$ cat src/source/gem_link_pkg.sv
package gem_link_pkg;

   //--------------------------------------------------------------------------
   // Link geometry
   //--------------------------------------------------------------------------

   localparam int NUM_LINKS         = 4;     // Optical trigger links
   localparam int CLUSTER_BITS      = 112;   // Full cluster word from the chamber
   localparam int LINK_PAYLOAD_BITS = 56;    // Even links low half, odd links high half
   localparam int WORD_BITS         = 16;    // Transceiver word
   localparam int FRAMES_PER_BX     = 4;     // Words per bunch crossing at 160 MHz line rate

   //--------------------------------------------------------------------------
   // 8b10b control characters
   //--------------------------------------------------------------------------

   localparam logic [7:0] K_BC0      = 8'hBC; // K.28.5 bunch crossing zero
   localparam logic [7:0] K_RESYNC   = 8'h3C; // K.28.1
   localparam logic [7:0] K_OVERFLOW = 8'hFE; // K.30.7 more than 8 clusters

   // Bunch sequence markers, cycled by the two BX counter LSBs
   localparam logic [7:0] K_SEQ0 = 8'h1C;     // K.28.0
   localparam logic [7:0] K_SEQ1 = 8'hF7;     // K.23.7
   localparam logic [7:0] K_SEQ2 = 8'hFB;     // K.27.7
   localparam logic [7:0] K_SEQ3 = 8'hFD;     // K.29.7

   localparam logic [WORD_BITS-1:0] IDLE_WORD = 16'hFFFC; // Comma in low byte

   //--------------------------------------------------------------------------
   // Startup milestones in units of STARTUP_UNIT cycles
   //--------------------------------------------------------------------------

   // Element i is the release point of link i
   localparam logic [NUM_LINKS-1:0][7:0] MGT_RELEASE_UNITS = {8'd14, 8'd12, 8'd8, 8'd4};
   localparam int TXRESET_UNIT = 18;          // One cycle PCS reset
   localparam int DONE_UNIT    = 30;          // Startup done strictly after this

   //--------------------------------------------------------------------------
   // Types
   //--------------------------------------------------------------------------

   typedef logic [LINK_PAYLOAD_BITS-1:0] link_payload_t;

   typedef struct packed {
      logic       bc0;       // Bunch crossing zero
      logic       resync;    // TTC resync
      logic [1:0] bxn_lsbs;  // Low bits of the BX counter
      logic       overflow;  // Cluster overflow on this crossing
   } bx_info_t;

   typedef struct packed {
      logic [WORD_BITS-1:0] data;
      logic [1:0]           isk;   // Bit 0 marks the low byte as a K-char
   } tx_word_t;

endpackage

$ cat src/source/startup_sequencer.sv
module startup_sequencer #(
   parameter int STARTUP_UNIT = 40000  // Cycles per startup unit
) (
   input  logic                             clock_40,
   input  logic                             rst_n_i,
   input  logic [gem_link_pkg::NUM_LINKS-1:0] mgt_reset_i,  // Manual per-link reset
   input  logic                             txreset_i,      // Manual PCS reset
   output logic [gem_link_pkg::NUM_LINKS-1:0] mgt_reset_o,
   output logic                             tx_reset_o,
   output logic                             startup_done_o
);

   import gem_link_pkg::*;

   //--------------------------------------------------------------------------
   // Milestones scaled to clock_40 cycles
   //--------------------------------------------------------------------------

   localparam int TXRESET_CNT = TXRESET_UNIT * STARTUP_UNIT;
   localparam int DONE_CNT    = DONE_UNIT * STARTUP_UNIT;
   localparam int CNT_MAX     = DONE_CNT + 1;         // Saturate just past done
   localparam int CNT_BITS    = $clog2(CNT_MAX + 1);

   localparam logic [CNT_BITS-1:0] CNT_TOP = CNT_BITS'(CNT_MAX);

   logic [CNT_BITS-1:0] start_cnt;

   // Free running until saturation, restarted only by reset
   always_ff @(posedge clock_40) begin
      if (!rst_n_i) begin
         start_cnt <= '0;
      end else if (start_cnt < CNT_TOP) begin
         start_cnt <= start_cnt + 1'b1;
      end
   end

   //--------------------------------------------------------------------------
   // Staged transceiver reset release
   //--------------------------------------------------------------------------

   for (genvar i = 0; i < NUM_LINKS; i++) begin : g_mgt_reset
      // Release point of this link
      localparam int RELEASE_CNT = int'(MGT_RELEASE_UNITS[i]) * STARTUP_UNIT;

      assign mgt_reset_o[i] = mgt_reset_i[i] | (start_cnt < CNT_BITS'(RELEASE_CNT));
   end

   // Single cycle pulse as the counter passes the milestone
   assign tx_reset_o = txreset_i | (start_cnt == CNT_BITS'(TXRESET_CNT));

   assign startup_done_o = (start_cnt > CNT_BITS'(DONE_CNT)); // Holds once saturated

endmodule

$ cat src/source/link_ready_timer.sv
module link_ready_timer #(
   parameter int READY_HOLD = 262143  // Cycles of continuous activity before ready
) (
   input  logic clock_40,
   input  logic rst_n_i,
   input  logic link_active_i,
   output logic ready_o
);

   localparam int CNT_BITS = $clog2(READY_HOLD + 1);

   localparam logic [CNT_BITS-1:0] HOLD_MAX = CNT_BITS'(READY_HOLD);

   logic [CNT_BITS-1:0] hold_cnt;

   //--------------------------------------------------------------------------
   // Hold-off counter
   //--------------------------------------------------------------------------

   // Any drop of the link restarts the full hold
   always_ff @(posedge clock_40) begin
      if (!rst_n_i || !link_active_i) begin
         hold_cnt <= '0;
      end else if (hold_cnt < HOLD_MAX) begin
         hold_cnt <= hold_cnt + 1'b1;  // Saturates at the hold value
      end
   end

   assign ready_o = (hold_cnt == HOLD_MAX);

endmodule

$ cat src/source/frame_sep_select.sv
module frame_sep_select (
   input  gem_link_pkg::bx_info_t bx_info_i,
   output logic [7:0]             sep_code_o   // Separator K-code for word 0
);

   import gem_link_pkg::*;

   //--------------------------------------------------------------------------
   // Separator priority
   //--------------------------------------------------------------------------

   // TTC characters take precedence over the overflow marker,
   // and the sequence markers fill every plain crossing
   always_comb begin
      if (bx_info_i.bc0) begin
         sep_code_o = K_BC0;
      end else if (bx_info_i.resync) begin
         sep_code_o = K_RESYNC;
      end else if (bx_info_i.overflow) begin
         sep_code_o = K_OVERFLOW;
      end else begin
         unique case (bx_info_i.bxn_lsbs)
            2'd0:    sep_code_o = K_SEQ0;
            2'd1:    sep_code_o = K_SEQ1;
            2'd2:    sep_code_o = K_SEQ2;
            default: sep_code_o = K_SEQ3;  // BX LSBs of 3
         endcase
      end
   end

endmodule

$ cat src/source/link_framer.sv
module link_framer (
   input  logic                        clock_40,
   input  logic                        rst_n_i,
   input  logic                        link_active_i,
   input  logic                        bx_strobe_i,  // New bunch crossing
   input  gem_link_pkg::link_payload_t payload_i,
   input  logic [7:0]                  sep_code_i,
   output gem_link_pkg::tx_word_t      tx_word_o
);

   import gem_link_pkg::*;

   localparam int FRAME_BITS = $clog2(FRAMES_PER_BX);

   localparam logic [FRAME_BITS-1:0] LAST_FRAME = FRAME_BITS'(FRAMES_PER_BX - 1);

   link_payload_t         payload_q;   // Captured crossing
   logic [7:0]            sep_q;       // Its separator
   logic [FRAME_BITS-1:0] frame_cnt;   // Word being sent
   logic                  busy;        // Frame in progress

   //--------------------------------------------------------------------------
   // Capture on the strobe
   //--------------------------------------------------------------------------

   always_ff @(posedge clock_40) begin
      if (bx_strobe_i && link_active_i) begin
         payload_q <= payload_i;
         sep_q     <= sep_code_i;
      end
   end

   // Frame sequencing, an early strobe restarts at word 0
   always_ff @(posedge clock_40) begin
      if (!rst_n_i || !link_active_i) begin
         busy      <= 1'b0;
         frame_cnt <= '0;
      end else if (bx_strobe_i) begin
         busy      <= 1'b1;
         frame_cnt <= '0;
      end else if (busy) begin
         if (frame_cnt == LAST_FRAME) begin
            busy      <= 1'b0;  // Last word goes out this cycle
            frame_cnt <= '0;
         end else begin
            frame_cnt <= frame_cnt + 1'b1;
         end
      end
   end

   //--------------------------------------------------------------------------
   // Word mux
   //--------------------------------------------------------------------------

   always_comb begin
      tx_word_o = '{data: IDLE_WORD, isk: 2'b01};  // Idle comma
      if (link_active_i && busy) begin
         unique case (frame_cnt)
            2'd0: tx_word_o = '{data: {payload_q[7:0], sep_q}, isk: 2'b01};
            2'd1: tx_word_o = '{data: payload_q[23:8], isk: 2'b00};
            2'd2: tx_word_o = '{data: payload_q[39:24], isk: 2'b00};
            default: tx_word_o = '{data: payload_q[55:40], isk: 2'b00};
         endcase
      end
   end

endmodule

$ cat src/source/gem_data_out.sv
module gem_data_out #(
   parameter int STARTUP_UNIT = 40000,   // About 1 ms at 40 MHz
   parameter int READY_HOLD   = 262143   // About 6.5 ms of stable link
) (
   input  logic                                     clock_40,
   input  logic                                     rst_n_i,
   input  logic                                     bx_strobe_i,
   input  logic [gem_link_pkg::CLUSTER_BITS-1:0]    cluster_data_i,
   input  gem_link_pkg::bx_info_t                   bx_info_i,
   input  logic [gem_link_pkg::NUM_LINKS-1:0]       tx_ready_i,      // Transceiver reset done
   input  logic                                     force_not_ready_i,
   input  logic [gem_link_pkg::NUM_LINKS-1:0]       mgt_reset_i,
   input  logic                                     txreset_i,
   output gem_link_pkg::tx_word_t [gem_link_pkg::NUM_LINKS-1:0] tx_words_o,
   output logic [gem_link_pkg::NUM_LINKS-1:0]       mgt_reset_o,
   output logic                                     tx_reset_o,
   output logic                                     ready_o
);

   import gem_link_pkg::*;

   logic       startup_done;
   logic       link_active;   // Shared by timer, selector and framers
   logic [7:0] sep_code;

   //--------------------------------------------------------------------------
   // Startup and link state
   //--------------------------------------------------------------------------

   startup_sequencer #(
      .STARTUP_UNIT (STARTUP_UNIT)
   ) u_startup (
      .clock_40       (clock_40),
      .rst_n_i        (rst_n_i),
      .mgt_reset_i    (mgt_reset_i),
      .txreset_i      (txreset_i),
      .mgt_reset_o    (mgt_reset_o),
      .tx_reset_o     (tx_reset_o),
      .startup_done_o (startup_done)
   );

   assign link_active = startup_done && (&tx_ready_i) && !force_not_ready_i;

   link_ready_timer #(
      .READY_HOLD (READY_HOLD)
   ) u_ready (
      .clock_40      (clock_40),
      .rst_n_i       (rst_n_i),
      .link_active_i (link_active),
      .ready_o       (ready_o)
   );

   // One separator for all links
   frame_sep_select u_sep (
      .bx_info_i  (bx_info_i),
      .sep_code_o (sep_code)
   );

   //--------------------------------------------------------------------------
   // Per-link framers
   //--------------------------------------------------------------------------

   for (genvar i = 0; i < NUM_LINKS; i++) begin : g_link
      link_framer u_framer (
         .clock_40      (clock_40),
         .rst_n_i       (rst_n_i),
         .link_active_i (link_active),
         .bx_strobe_i   (bx_strobe_i),
         .payload_i     (cluster_data_i[(i % 2) * LINK_PAYLOAD_BITS +: LINK_PAYLOAD_BITS]),
         .sep_code_i    (sep_code),
         .tx_word_o     (tx_words_o[i])
      );
   end

endmodule

$ cat config.mk
export PLATFORM = sky130hd
export DESIGN_NAME = gem_data_out
export DESIGN_NICKNAME = d
export VERILOG_FILES = /design/src/source/gem_link_pkg.sv /design/src/source/startup_sequencer.sv /design/src/source/link_ready_timer.sv /design/src/source/frame_sep_select.sv /design/src/source/link_framer.sv /design/src/source/gem_data_out.sv
export SDC_FILE = /design/constraint.sdc
export NUM_CORES = 1
export LEC_CHECK = 0
export ABC_AREA = 1
export BUFFER_PORTS_ARGS = -buffer_cell sky130_fd_sc_hd__buf_2
export CORE_MARGIN = 5
export CORE_UTILIZATION = 56
export DETAILED_ROUTE_END_ITERATION = 10
export PLACE_DENSITY = 0.83
export SLEW_MARGIN = 0
export SYNTH_ARGS = -nofsm -noshare
export SYNTH_HDL_FRONTEND = slang
export SYNTH_SLANG_ARGS = --single-unit
export TNS_END_PERCENT = 50
$ cat constraint.sdc
create_clock -name clock_40 -period 17 [get_ports clock_40]
set_clock_uncertainty 0.15 [all_clocks]
set_input_delay 3.4 -clock clock_40 [delete_from_list [all_inputs] [get_ports clock_40]]
set_output_delay 3.4 -clock clock_40 [all_outputs]
set_load 0.03 [all_outputs]
==> impl_metrics.csv, run 1 <==
group,metric,value,unit
yosys,synth_seq_cells,170,
timing,fin_setup_tns,0,ns
run,cap_viol_max_count,0,
pwr,peakVddDrop,0.07608,mV
floorplan,die_h,136.6,um
clock_tree,cts_tree,"built",
hold_path,holdCritStartpoint,"g_link[0].u_framer.busy$_SDFF_PP0_",
floorplan,dieWidth,136.6,um
timing,period_needed,8.433,ns
global_route,grt_overflow,0,
timing,fmax,118.6,MHz
timing,grt_setup_unrepaired,"no",
critical_path,endpoint_kind,"output pin",
yosys,synth.area.mux_share,0,%
global_route,grt_pass1_wl,37830,um
routing,wire_per_inst,16.69,um
routing,viasPerCell,5.559,
routing,drc,0,
timing,hold_viol,0,
timing,setup_viol,0,
global_route,first_global_vias,7895,
clock_tree,post_cts_buffers,0,
routing,ant_nets,0,
timing,drv_slew,0,
yosys,synth_top_family_by_area,"simple AND/OR/NAND/NOR gates",
global_route,grt_max_degree,83,
pwr,p_leak,0.004328,uW
timing,fin_crit_sh,49.60,%
critical_path,crit_fanout,16,
critical_path,path_class,"primary input to output pin",
pwr,power.density,81.98,nW/um^2
yosys,ys_seq_area_share,51.17,%
critical_path,r2r_cells,10,
clock_tree,cts-htree-levels,4,
place,finalWeightedCongestion,0.9226,
global_route,antenna_found_initial,5,
floorplan,ios,208,
cells_and_area,area_growth,19.43,%
routing,drt_iter0_markers,721,
critical_path,cp.arrival,4.88,ns
pwr,p_total,879.1,uW
critical_path,r2r_start,"u_startup.start_cnt[0]$_SDFFE_PN0N_",
clock_tree,numCtsBuffers,17,
cells_and_area,fillCellCount,1280,
hold_path,hold_depth,2,
yosys,yosysUniqueCellTypes,37,
clock_tree,max-clock-path-buffers,2,
floorplan,die_area,18670,sq um
timing,relSlewSlack,29.09,%
hold_path,min_path_type,"flip-flop to flip-flop",
critical_path,rr_endpoint,"g_link[0].u_framer.payload_q[40]$_DFFE_PP_",
yosys,synth_compound_area_share,12.61,%
yosys,avgSynthCellArea,8.337,sq um
critical_path,max_stage_delay,0.46,ns
floorplan,rows,46,
clock_tree,clk_pin_slew,0.06,ns
place,dpl.hpwl,17510,um
yosys,synth_warnings,0,
floorplan,core_region_area,15830,sq um
routing,dr.pass1.iters,5,
global_route,track_usage,25.87,%
critical_path,path_cells,"buf_2, nand3_1, nor2_1, nand2_1, inv_1, nand3_4, nor2_4, inv_2, nor2_1, buf_2",
clock_tree,clock_latency,0.43,ns
clock_tree,cts-resized-gates,0,
critical_path,r2r_slack,13.22,ns
timing,worst_slew_pin_slew,1.061,ns
critical_path,slowest_stage,"nor2_4",
yosys,syn_area,8979,sq um
hold_path,min_to,"g_link[0].u_framer.busy$_SDFF_PP0_",
clock_tree,cts_sinks,170,
critical_path,cp-start-kind,"primary input",
clock_tree,holdBufCountCts,0,
yosys,synth_fa_ha_area_share,3.066,%
critical_path,crit_required,13.45,ns
clock_tree,cts_root_buf,"clkbuf_16",
yosys,syn_inst,1077,
routing,totalWireLength,24890,um
cells_and_area,layout-drive-gt1-share,20.08,%
floorplan,start_util,56.73,%
routing,via_count,8288,
yosys,synth-xor-area-share,2.341,%
yosys,synth-simple-area-share,22.64,%
cells_and_area,nets,1409,
outcome,status,"complete, no violations",
place,io_buffers,203,
==> cell usage after synthesis <==
master	number	area, sq um
nand2_1	297	1115
inv_1	126	473.0
edfxtp_1	119	3573
nor2_1	111	416.7
o22ai_1	108	675.7
dfxtp_1	51	1021
a21oi_1	42	210.2
nand3_1	38	190.2
o21ai_0	34	170.2
clkbuf_1	26	97.59
ha_1	22	275.3
xor2_1	15	131.4
buf_2	13	65.06
nor3_1	13	65.06
nand4_1	10	62.56
xnor2_1	9	78.83
nor2_4	6	67.56
o21bai_1	6	45.04
inv_2	5	18.77
buf_4	4	30.03
buf_6	4	45.04
nand2_2	2	12.51
nand3b_1	2	15.01
a21o_1	1	7.510
a21oi_2	1	8.760
and2_1	1	6.260
and3_1	1	6.260
conb_1	1	3.750
nand2_4	1	11.26
nand3_4	1	17.52
nand4_4	1	21.27
nor2_2	1	6.260
nor3b_1	1	7.510
nor4_1	1	6.260
o211ai_1	1	7.510
o31ai_1	1	7.510
or2_2	1	6.260
==> critical path, delay by kind of cell <==
kind                   cells  cell delay, ns
buffers and inverters      4            0.50
and+or+nand+nor            6            0.97
==> power breakdown <==
group	internal (uW)	leakage (uW)	switching [uW]	total, uW
logic	12.4	0.00252	11.0	23.4
clock network	254	0.000323	158	412
registers	443	0.00148	1.06	444
total	709	0.00433	171	879
==> registers in the layout, summed over array words and instances, names as in the netlist <==
signal / count
g_link.u_framer.payload_q: 112
u_startup.start_cnt: 21
u_ready.hold_cnt: 18
g_link.u_framer.frame_cnt: 8
g_link.u_framer.sep_q: 7
g_link.u_framer.busy: 4
==> metal layers <==
layer	wire, um	up-vias	track usage [%]	share of wire (%)
met3	2135	65	4.926	8.6
met4	944	2	13.55	3.8
met5	13	-	0	0.052
met1	9642	3827	31.83	39
li1	-	3976	-	-
met2	12150	418	43.24	49
==> cell families after synthesis <==
| family | Yosys count |
|---|---|
| simple gates | 488 |
| xor+xnor | 24 |
| fa+ha+maj | 22 |
| buf+inv | 178 |
| compound gates | 194 |
| flops | 170 |
| other cells | 1 |
==> area by class of cell <==
type | instances | area [sq um] | share of cell area (%)
clock buffers | 25 | 581.8 | 5.426
clock inverters | 7 | 67.56 | 0.6301
multi-input cells | 732 | 3674 | 34.26
well taps | 216 | 270.3 | 2.520
flip-flops and latches | 170 | 4594 | 42.85
repair buffers | 205 | 1031 | 9.615
inverters | 131 | 491.7 | 4.586
diodes | 5 | 12.51 | 0.1167
==> cell usage in the layout (no fill, tap or decap), types with 2 or more instances in the layout <==
| cell | instances |
|---|---|
| buf_4 | 2 |
| diode_2 | 5 |
| nor3_1 | 13 |
| clkinv_2 | 2 |
| nor2_4 | 7 |
| o22ai_1 | 108 |
| clkbuf_16 | 22 |
| dfxtp_1 | 51 |
| buf_2 | 203 |
| conb_1 | 4 |
| o21ai_0 | 34 |
| nand4_1 | 10 |
| edfxtp_1 | 119 |
| inv_1 | 126 |
| nand3b_1 | 2 |
| xor2_1 | 15 |
| nand2_2 | 2 |
| a21oi_1 | 42 |
| ha_1 | 22 |
| inv_2 | 5 |
| nand2_1 | 297 |
| nor2_1 | 110 |
| clkbuf_8 | 2 |
| nand3_1 | 38 |
| o21bai_1 | 6 |
| xnor2_1 | 9 |
==> worst max path at each step <==
stage	slack (ns)	end	start
2_1_floorplan	7.35	g_link[0].u_framer.payload_q[0]$_DFFE_PP_	tx_ready_i[2]
3_3_place_gp	8.61	tx_words_o[21]	tx_ready_i[2]
3_5_place_dp	8.57	tx_words_o[20]	tx_ready_i[2]
4_1_cts	8.57	tx_words_o[20]	tx_ready_i[2]
5_1_grt	8.44	tx_words_o[56]	tx_ready_i[0]
6_report	8.57	tx_words_o[20]	tx_ready_i[2]
==> per-stage QoR <==
step | cells | instance area [sq um] | util, % | worst slack [ns] | hold WS [ns]
4_1_cts | 1486 | 10710 | 67.67 | 8.566 | 0.3484
3_3_place_gp | 1454 | 10060 | 63.57 | 8.611 | 0.3227
5_1_grt | 1490 | 10720 | 67.73 | 8.439 | 0.3761
3_5_place_dp | 1454 | 10060 | 63.57 | 8.569 | 0.3370
6_report | 1491 | 10720 | 67.75 | 8.567 | 0.3467
2_1_floorplan | 1080 | 8990 | - | 7.355 | 0.3127
(Power assumes the default switching activity.)
==> inputs of run 2 (changes only) <==
Settings changed: CORE_UTILIZATION 56 to 49, PLACE_DENSITY 0.83 to 0.77.
Clock period 17 ns to 7.15 ns, I/O delays scaled along.
==> impl_metrics.csv, run 2 (same netlist as run 1, synthesis figures left out) <==
group,metric,value,unit
global_route,grt_max_degree,64,
routing,wire_per_inst,16.48,um
cells_and_area,largest_register,"g_link.u_framer.payload_q",
pwr,power.density,198.3,nW/um^2
clock_tree,cts_root_buf,"clkbuf_16",
run,cap_viol_max_count,0,
cells_and_area,final_common_cell,"nand2_1",
critical_path,endpoint_kind,"output pin",
clock_tree,clk_pin_slew,0.07,ns
clock_tree,numCtsBuffers,17,
clock_tree,max-clock-path-buffers,2,
place,dp_slack,2.609,ns
global_route,track_usage,22.45,%
critical_path,slowest_stage,"nor2_4",
timing,relSlewSlack,33.07,%
timing,setup_viol,0,
critical_path,path_cells,"buf_2, nand3_1, nor2_1, nand2_1, inv_1, nand3_4, nor2_4, inv_2, nor2_1, buf_2",
routing,via_count,8088,
routing,viasPerCell,5.381,
global_route,antenna_found_initial,3,
critical_path,crit_required,5.57,ns
cells_and_area,area_growth,19.65,%
floorplan,die_h,145.4,um
place,finalWeightedCongestion,0.9183,
routing,totalWireLength,24770,um
cells_and_area,nets,1410,
routing,dr.pass1.iters,5,
global_route,first_global_vias,7788,
critical_path,crit_fanout,16,
outcome,status,"complete, no violations",
clock_tree,cts_tree,"built",
floorplan,rows,49,
timing,fin_crit_sh,63.49,%
cells_and_area,final_cell_mix,"297 x nand2_1, 203 x buf_2, 126 x inv_1, 119 x edfxtp_1, 110 x nor2_1",
clock_tree,cts-htree-levels,4,
critical_path,path_class,"primary input to output pin",
floorplan,core_region_area,18020,sq um
critical_path,cp-start-kind,"primary input",
pwr,p_total,2131,uW
timing,fmax,220.3,MHz
floorplan,ios,208,
cells_and_area,largest_reg_flops,112,
critical_path,max_stage_delay,0.47,ns
clock_tree,cts_sinks,170,
timing,period_needed,4.540,ns
floorplan,dieWidth,145.4,um
timing,drv_slew,0,
critical_path,cp.arrival,2.96,ns
routing,ant_nets,0,
routing,drc,0,
cells_and_area,fillCellCount,1571,
timing,grt_setup_unrepaired,"no",
place,io_buffers,203,
clock_tree,post_cts_buffers,0,
hold_path,min_path_type,"flip-flop to flip-flop",
place,dpl.hpwl,17260,um
clock_tree,cts-resized-gates,0,
global_route,grt_pass1_wl,38700,um
timing,fin_setup_tns,0,ns
cells_and_area,top_regs,"g_link.u_framer.payload_q (112), u_startup.start_cnt (21), u_ready.hold_cnt (18)",
timing,hold_viol,0,
floorplan,start_util,49.81,%
pwr,peakVddDrop,0.1500,mV
timing,worst_slack,2.610,ns
floorplan,die_area,21130,sq um
pwr,p_leak,0.004327,uW
routing,drt_iter0_markers,526,
timing,worst_slew_pin_slew,1.003,ns
clock_tree,clock_latency,0.43,ns
global_route,grt_overflow,0,
clock_tree,holdBufCountCts,0,
cells_and_area,layout-drive-gt1-share,20.30,%
run 2: cell types whose count changed in the layout (fill, tap and decap cells not counted), sizes merged:
cell | before | now
buf | 205 | 206
bufinv | 1 | 4
clkbuf | 25 | 17
clkinv | 4 | 2
clkinvlp | 0 | 1
diode | 5 | 3
inv | 133 | 139
run 2: final timing paths:
kind         slack (ns)  depth (start not counted)                                          to                                 from
max reg2reg        4.30                         10  g_link[3].u_framer.payload_q[47]$_DFFE_PP_  u_startup.start_cnt[0]$_SDFFE_PN0N_
max                2.61                         10                              tx_words_o[20]                        tx_ready_i[2]
min reg2reg        0.35                          2          g_link[2].u_framer.busy$_SDFF_PP0_   g_link[2].u_framer.busy$_SDFF_PP0_
min                0.35                          2          g_link[2].u_framer.busy$_SDFF_PP0_   g_link[2].u_framer.busy$_SDFF_PP0_
run 2: layout make-up:
cell class                 count  area [sq um]  share of cell area, %
sequential                   170          4594                  42.77
timing repair buffer         206          1039                  9.667
antenna                        3         7.507                0.06988
multi-input combinational    732          3674                  34.20
clock inverter                15         225.2                  2.096
tap                          229         286.5                  2.667
inverter                     131         491.7                  4.577
clock buffer                  17         425.4                  3.960
run 2: critical path, delay by kind of cell:
kind                   cells  cell delay, ns
buffers and inverters      4            0.50
AND/OR/NAND/NOR            6            1.00
run 2: layer usage:
metal / vias to the layer above / GRT usage, % / share of wire (%)
met5: - / 0 / 0
met3: 41 / 5.263 / 7.1
li1: 3959 / - / -
met4: 0 / 9.095 / 2.4
met2: 339 / 37.71 / 50
met1: 3749 / 28.02 / 41
run 2: where the power goes:
| part | total (uW) | leakage [uW] | switching, uW | internal (uW) |
|---|---|---|---|---|
| logic | 54.9 | 0.00253 | 25.5 | 29.3 |
| registers | 1050 | 0.00148 | 2.71 | 1050 |
| clock network | 1020 | 0.000317 | 421 | 601 |
run 2: metrics by stage:
stage / hold WS [ns] / util, % / area (sq um) / cells
floorplan: 0.3127 / - / 8992 / 1080
global placement: 0.3246 / 55.95 / 10080 / 1468
detailed placement: 0.3339 / 55.95 / 10080 / 1468
CTS: 0.3437 / 59.56 / 10740 / 1500
global route: 0.3783 / 59.60 / 10740 / 1503
finish: 0.3459 / 59.60 / 10740 / 1503
==> inputs of run 3 (changes only) <==
Settings changed: ABC_AREA 1 to 0, CORE_UTILIZATION 49 to 54, PLACE_DENSITY 0.77 to 0.81.
Clock period 7.15 ns to 4.25 ns, I/O delays scaled along.
==> impl_metrics.csv, run 3 <==
group,metric,value,unit
floorplan,dieWidth,135.6,um
cells_and_area,fillCellCount,1254,
pwr,power.density,328.0,nW/um^2
pwr,internal_power,2631,uW
pwr,p_clk_share,43.6,%
run,cap_viol_max_count,0,
floorplan,core_region_area,15660,sq um
critical_path,cp.arrival,2.73,ns
cells_and_area,layout-drive-gt1-share,25.79,%
place,dpl.hpwl,15460,um
cells_and_area,final_common_cell,"buf_2",
global_route,track_usage,24.63,%
floorplan,ios,208,
timing,period_needed,3.733,ns
global_route,grt_max_degree,48,
yosys,synth_top_cells_by_count,"119 x edfxtp_1, 110 x nand2_1, 71 x o21ai_0",
place,io_buffers,203,
yosys,synth_edf_count,119,
timing,worst_slew_pin_slew,0.8797,ns
timing,relSlewSlack,41.09,%
clock_tree,cts-htree-levels,4,
hold_path,min_path_type,"flip-flop to flip-flop",
yosys,yosysTopAreaCell,"edfxtp_1",
place,finalWeightedCongestion,0.8447,
clock_tree,clk_pin_slew,0.06,ns
outcome,status,"complete, no violations",
critical_path,cp-start-kind,"flip-flop",
global_route,grt_pass1_wl,36050,um
routing,drc,0,
floorplan,die_area,18390,sq um
floorplan,die_h,135.6,um
cells_and_area,top_regs,"g_link.u_framer.payload_q (112), u_startup.start_cnt (21), u_ready.hold_cnt (18)",
clock_tree,cts-resized-gates,0,
clock_tree,post_cts_buffers,0,
routing,ant_nets,0,
floorplan,rows,46,
yosys,synth_ff_type,"edfxtp_1",
cells_and_area,final_cell_mix,"203 x buf_2, 119 x edfxtp_1, 110 x nand2_1, 71 x o21ai_0, 60 x a222oi_1",
clock_tree,holdBufCountCts,0,
pwr,swShare,20.81,%
pwr,power_frac_seq,53.4,%
global_route,grt_overflow,0,
yosys,synthArstFlopShare,0,%
pwr,peakVddDrop,0.3184,mV
critical_path,crit_required,3.25,ns
critical_path,crit_fanout,17,
routing,totalWireLength,23040,um
timing,grt_setup_unrepaired,"no",
global_route,antenna_found_initial,4,
routing,dr.pass1.iters,11,
timing,hold_viol,0,
yosys,ys_top_cells_by_area,"edfxtp_1 42%, dfxtp_1 12%, a222oi_1 7.0%, nand2_1 4.8%, o21ai_0 4.2%",
timing,fin_setup_tns,0,ns
timing,fmax,267.9,MHz
critical_path,r2r_slack,1.27,ns
yosys,synth_warnings,0,
yosys,yosysUniqueCellTypes,60,
pwr,combPwrFrac,3.0,%
cells_and_area,final-seq-area,4594,sq um
global_route,first_global_vias,7094,
critical_path,path_class,"flip-flop to output pin",
cells_and_area,fin_cells,1205,
yosys,syn_area,8519,sq um
place,dp.cells,1169,
clock_tree,numCtsBuffers,17,
cells_and_area,multiInputGateArea,3492,sq um
cells_and_area,nets,1124,
floorplan,start_util,54.42,%
timing,drv_slew,0,
pwr,p_leak,0.003724,uW
yosys,syn_inst,814,
yosys,post-synth-top-count-cell,"edfxtp_1",
cells_and_area,largest_register,"g_link.u_framer.payload_q",
routing,drt_iter0_markers,1075,
clock_tree,cts_sinks,170,
clock_tree,cts_root_buf,"clkbuf_16",
pwr,switching_power,691.4,uW
timing,fin_crit_sh,87.84,%
yosys,synth_seq_cells,170,
clock_tree,max-clock-path-buffers,2,
yosys,synth.top_cell.area_share,41.94,%
routing,wire_per_inst,19.12,um
yosys,ys_seq_area_share,53.93,%
yosys,avgSynthCellArea,10.47,sq um
clock_tree,clock_latency,0.42,ns
routing,via_count,7521,
timing,setup_viol,0,
clock_tree,cts_tree,"built",
cells_and_area,area_growth,18.87,%
routing,viasPerCell,6.241,
cells_and_area,largest_reg_flops,112,
critical_path,endpoint_kind,"output pin",
==> run 3: layout make-up <==
cell class / count / area share (%)
repair buffers: 211 / 10.87
well taps: 216 / 2.669
clock buffers: 18 / 4.238
inverters: 29 / 1.075
multi-input cells: 543 / 34.48
diodes: 4 / 0.09884
clock inverters: 14 / 1.198
flip-flops and latches: 170 / 45.37
==> run 3: power by group through the flow <==
stage / logic (uW) / clock network (uW) / registers [uW]
after detailed placement: 97.1 / 0 / 1810
after global placement: 94.7 / 0 / 1810
after global routing: 109 / 1540 / 1770
final: 98.4 / 1450 / 1770
after CTS: 98.0 / 1470 / 1770
after floorplan: 34.0 / 0 / 1810
==> run 3: logic make-up (layout without fill, tap and decap cells) <==
group / count (synthesis) / count (layout) / share of synthesized area [%]
and+or+nand+nor: 292 / 292 / 17.84
AOI/OAI and AO/OA: 201 / 201 / 16.90
DFF: 170 / 170 / 53.93
buffers and inverters: 104 / 272 / 5.419
adders and majority gates: 22 / 22 / 3.231
xor gates and xnor gates: 13 / 13 / 1.336
muxes: 11 / 11 / 1.292
other: 1 / 8 / 0.04402
==> run 3: metrics by stage <==
| step | total power [uW] | utilization, % | hold WS (ns) | cell area, sq um | setup slack [ns] |
|---|---|---|---|---|---|
| floorplan | 1843 | - | 0.3345 | 8532 | 0.5819 |
| global placement | 1905 | 61.11 | 0.3564 | 9567 | 0.9888 |
| detailed placement | 1908 | 61.11 | 0.3692 | 9567 | 0.9612 |
| CTS | 3343 | 64.63 | 0.3832 | 10120 | 0.5152 |
| global route | 3425 | 64.67 | 0.4129 | 10120 | 0.3277 |
| finish | 3322 | 64.69 | 0.3802 | 10130 | 0.5166 |
==> run 3: path summary, 6_finish.rpt <==
check	start	endpoint	cells past startpoint
setup / recovery	u_startup.start_cnt[0]$_SDFFE_PN0N_	tx_words_o[65]	9
hold reg to reg	u_startup.start_cnt[5]$_SDFFE_PN0N_	u_startup.start_cnt[5]$_SDFFE_PN0N_	2
hold / removal	u_startup.start_cnt[5]$_SDFFE_PN0N_	u_startup.start_cnt[5]$_SDFFE_PN0N_	2
setup reg to reg	u_startup.start_cnt[0]$_SDFFE_PN0N_	g_link[3].u_framer.payload_q[10]$_DFFE_PP_	8
==> run 3: metal layers <==
layer | up-vias | track usage (%) | routed length [um]
li1 | 3455 | - | -
met1 | 3543 | 31.43 | 8871
met2 | 465 | 41.23 | 11380
met3 | 56 | 5.646 | 2223
met4 | 2 | 8.959 | 555
met5 | - | 0 | 7
==> run 3: worst max-delay path, cell delays in order (launching register included) <==
cell	delay, ns
dfxtp_1	0.35
inv_1	0.10
ha_1	0.15
nor4bb_1	0.27
nand4b_1	0.17
o31a_2	0.41
buf_4	0.20
and3_1	0.32
nand2_1	0.13
buf_2	0.20
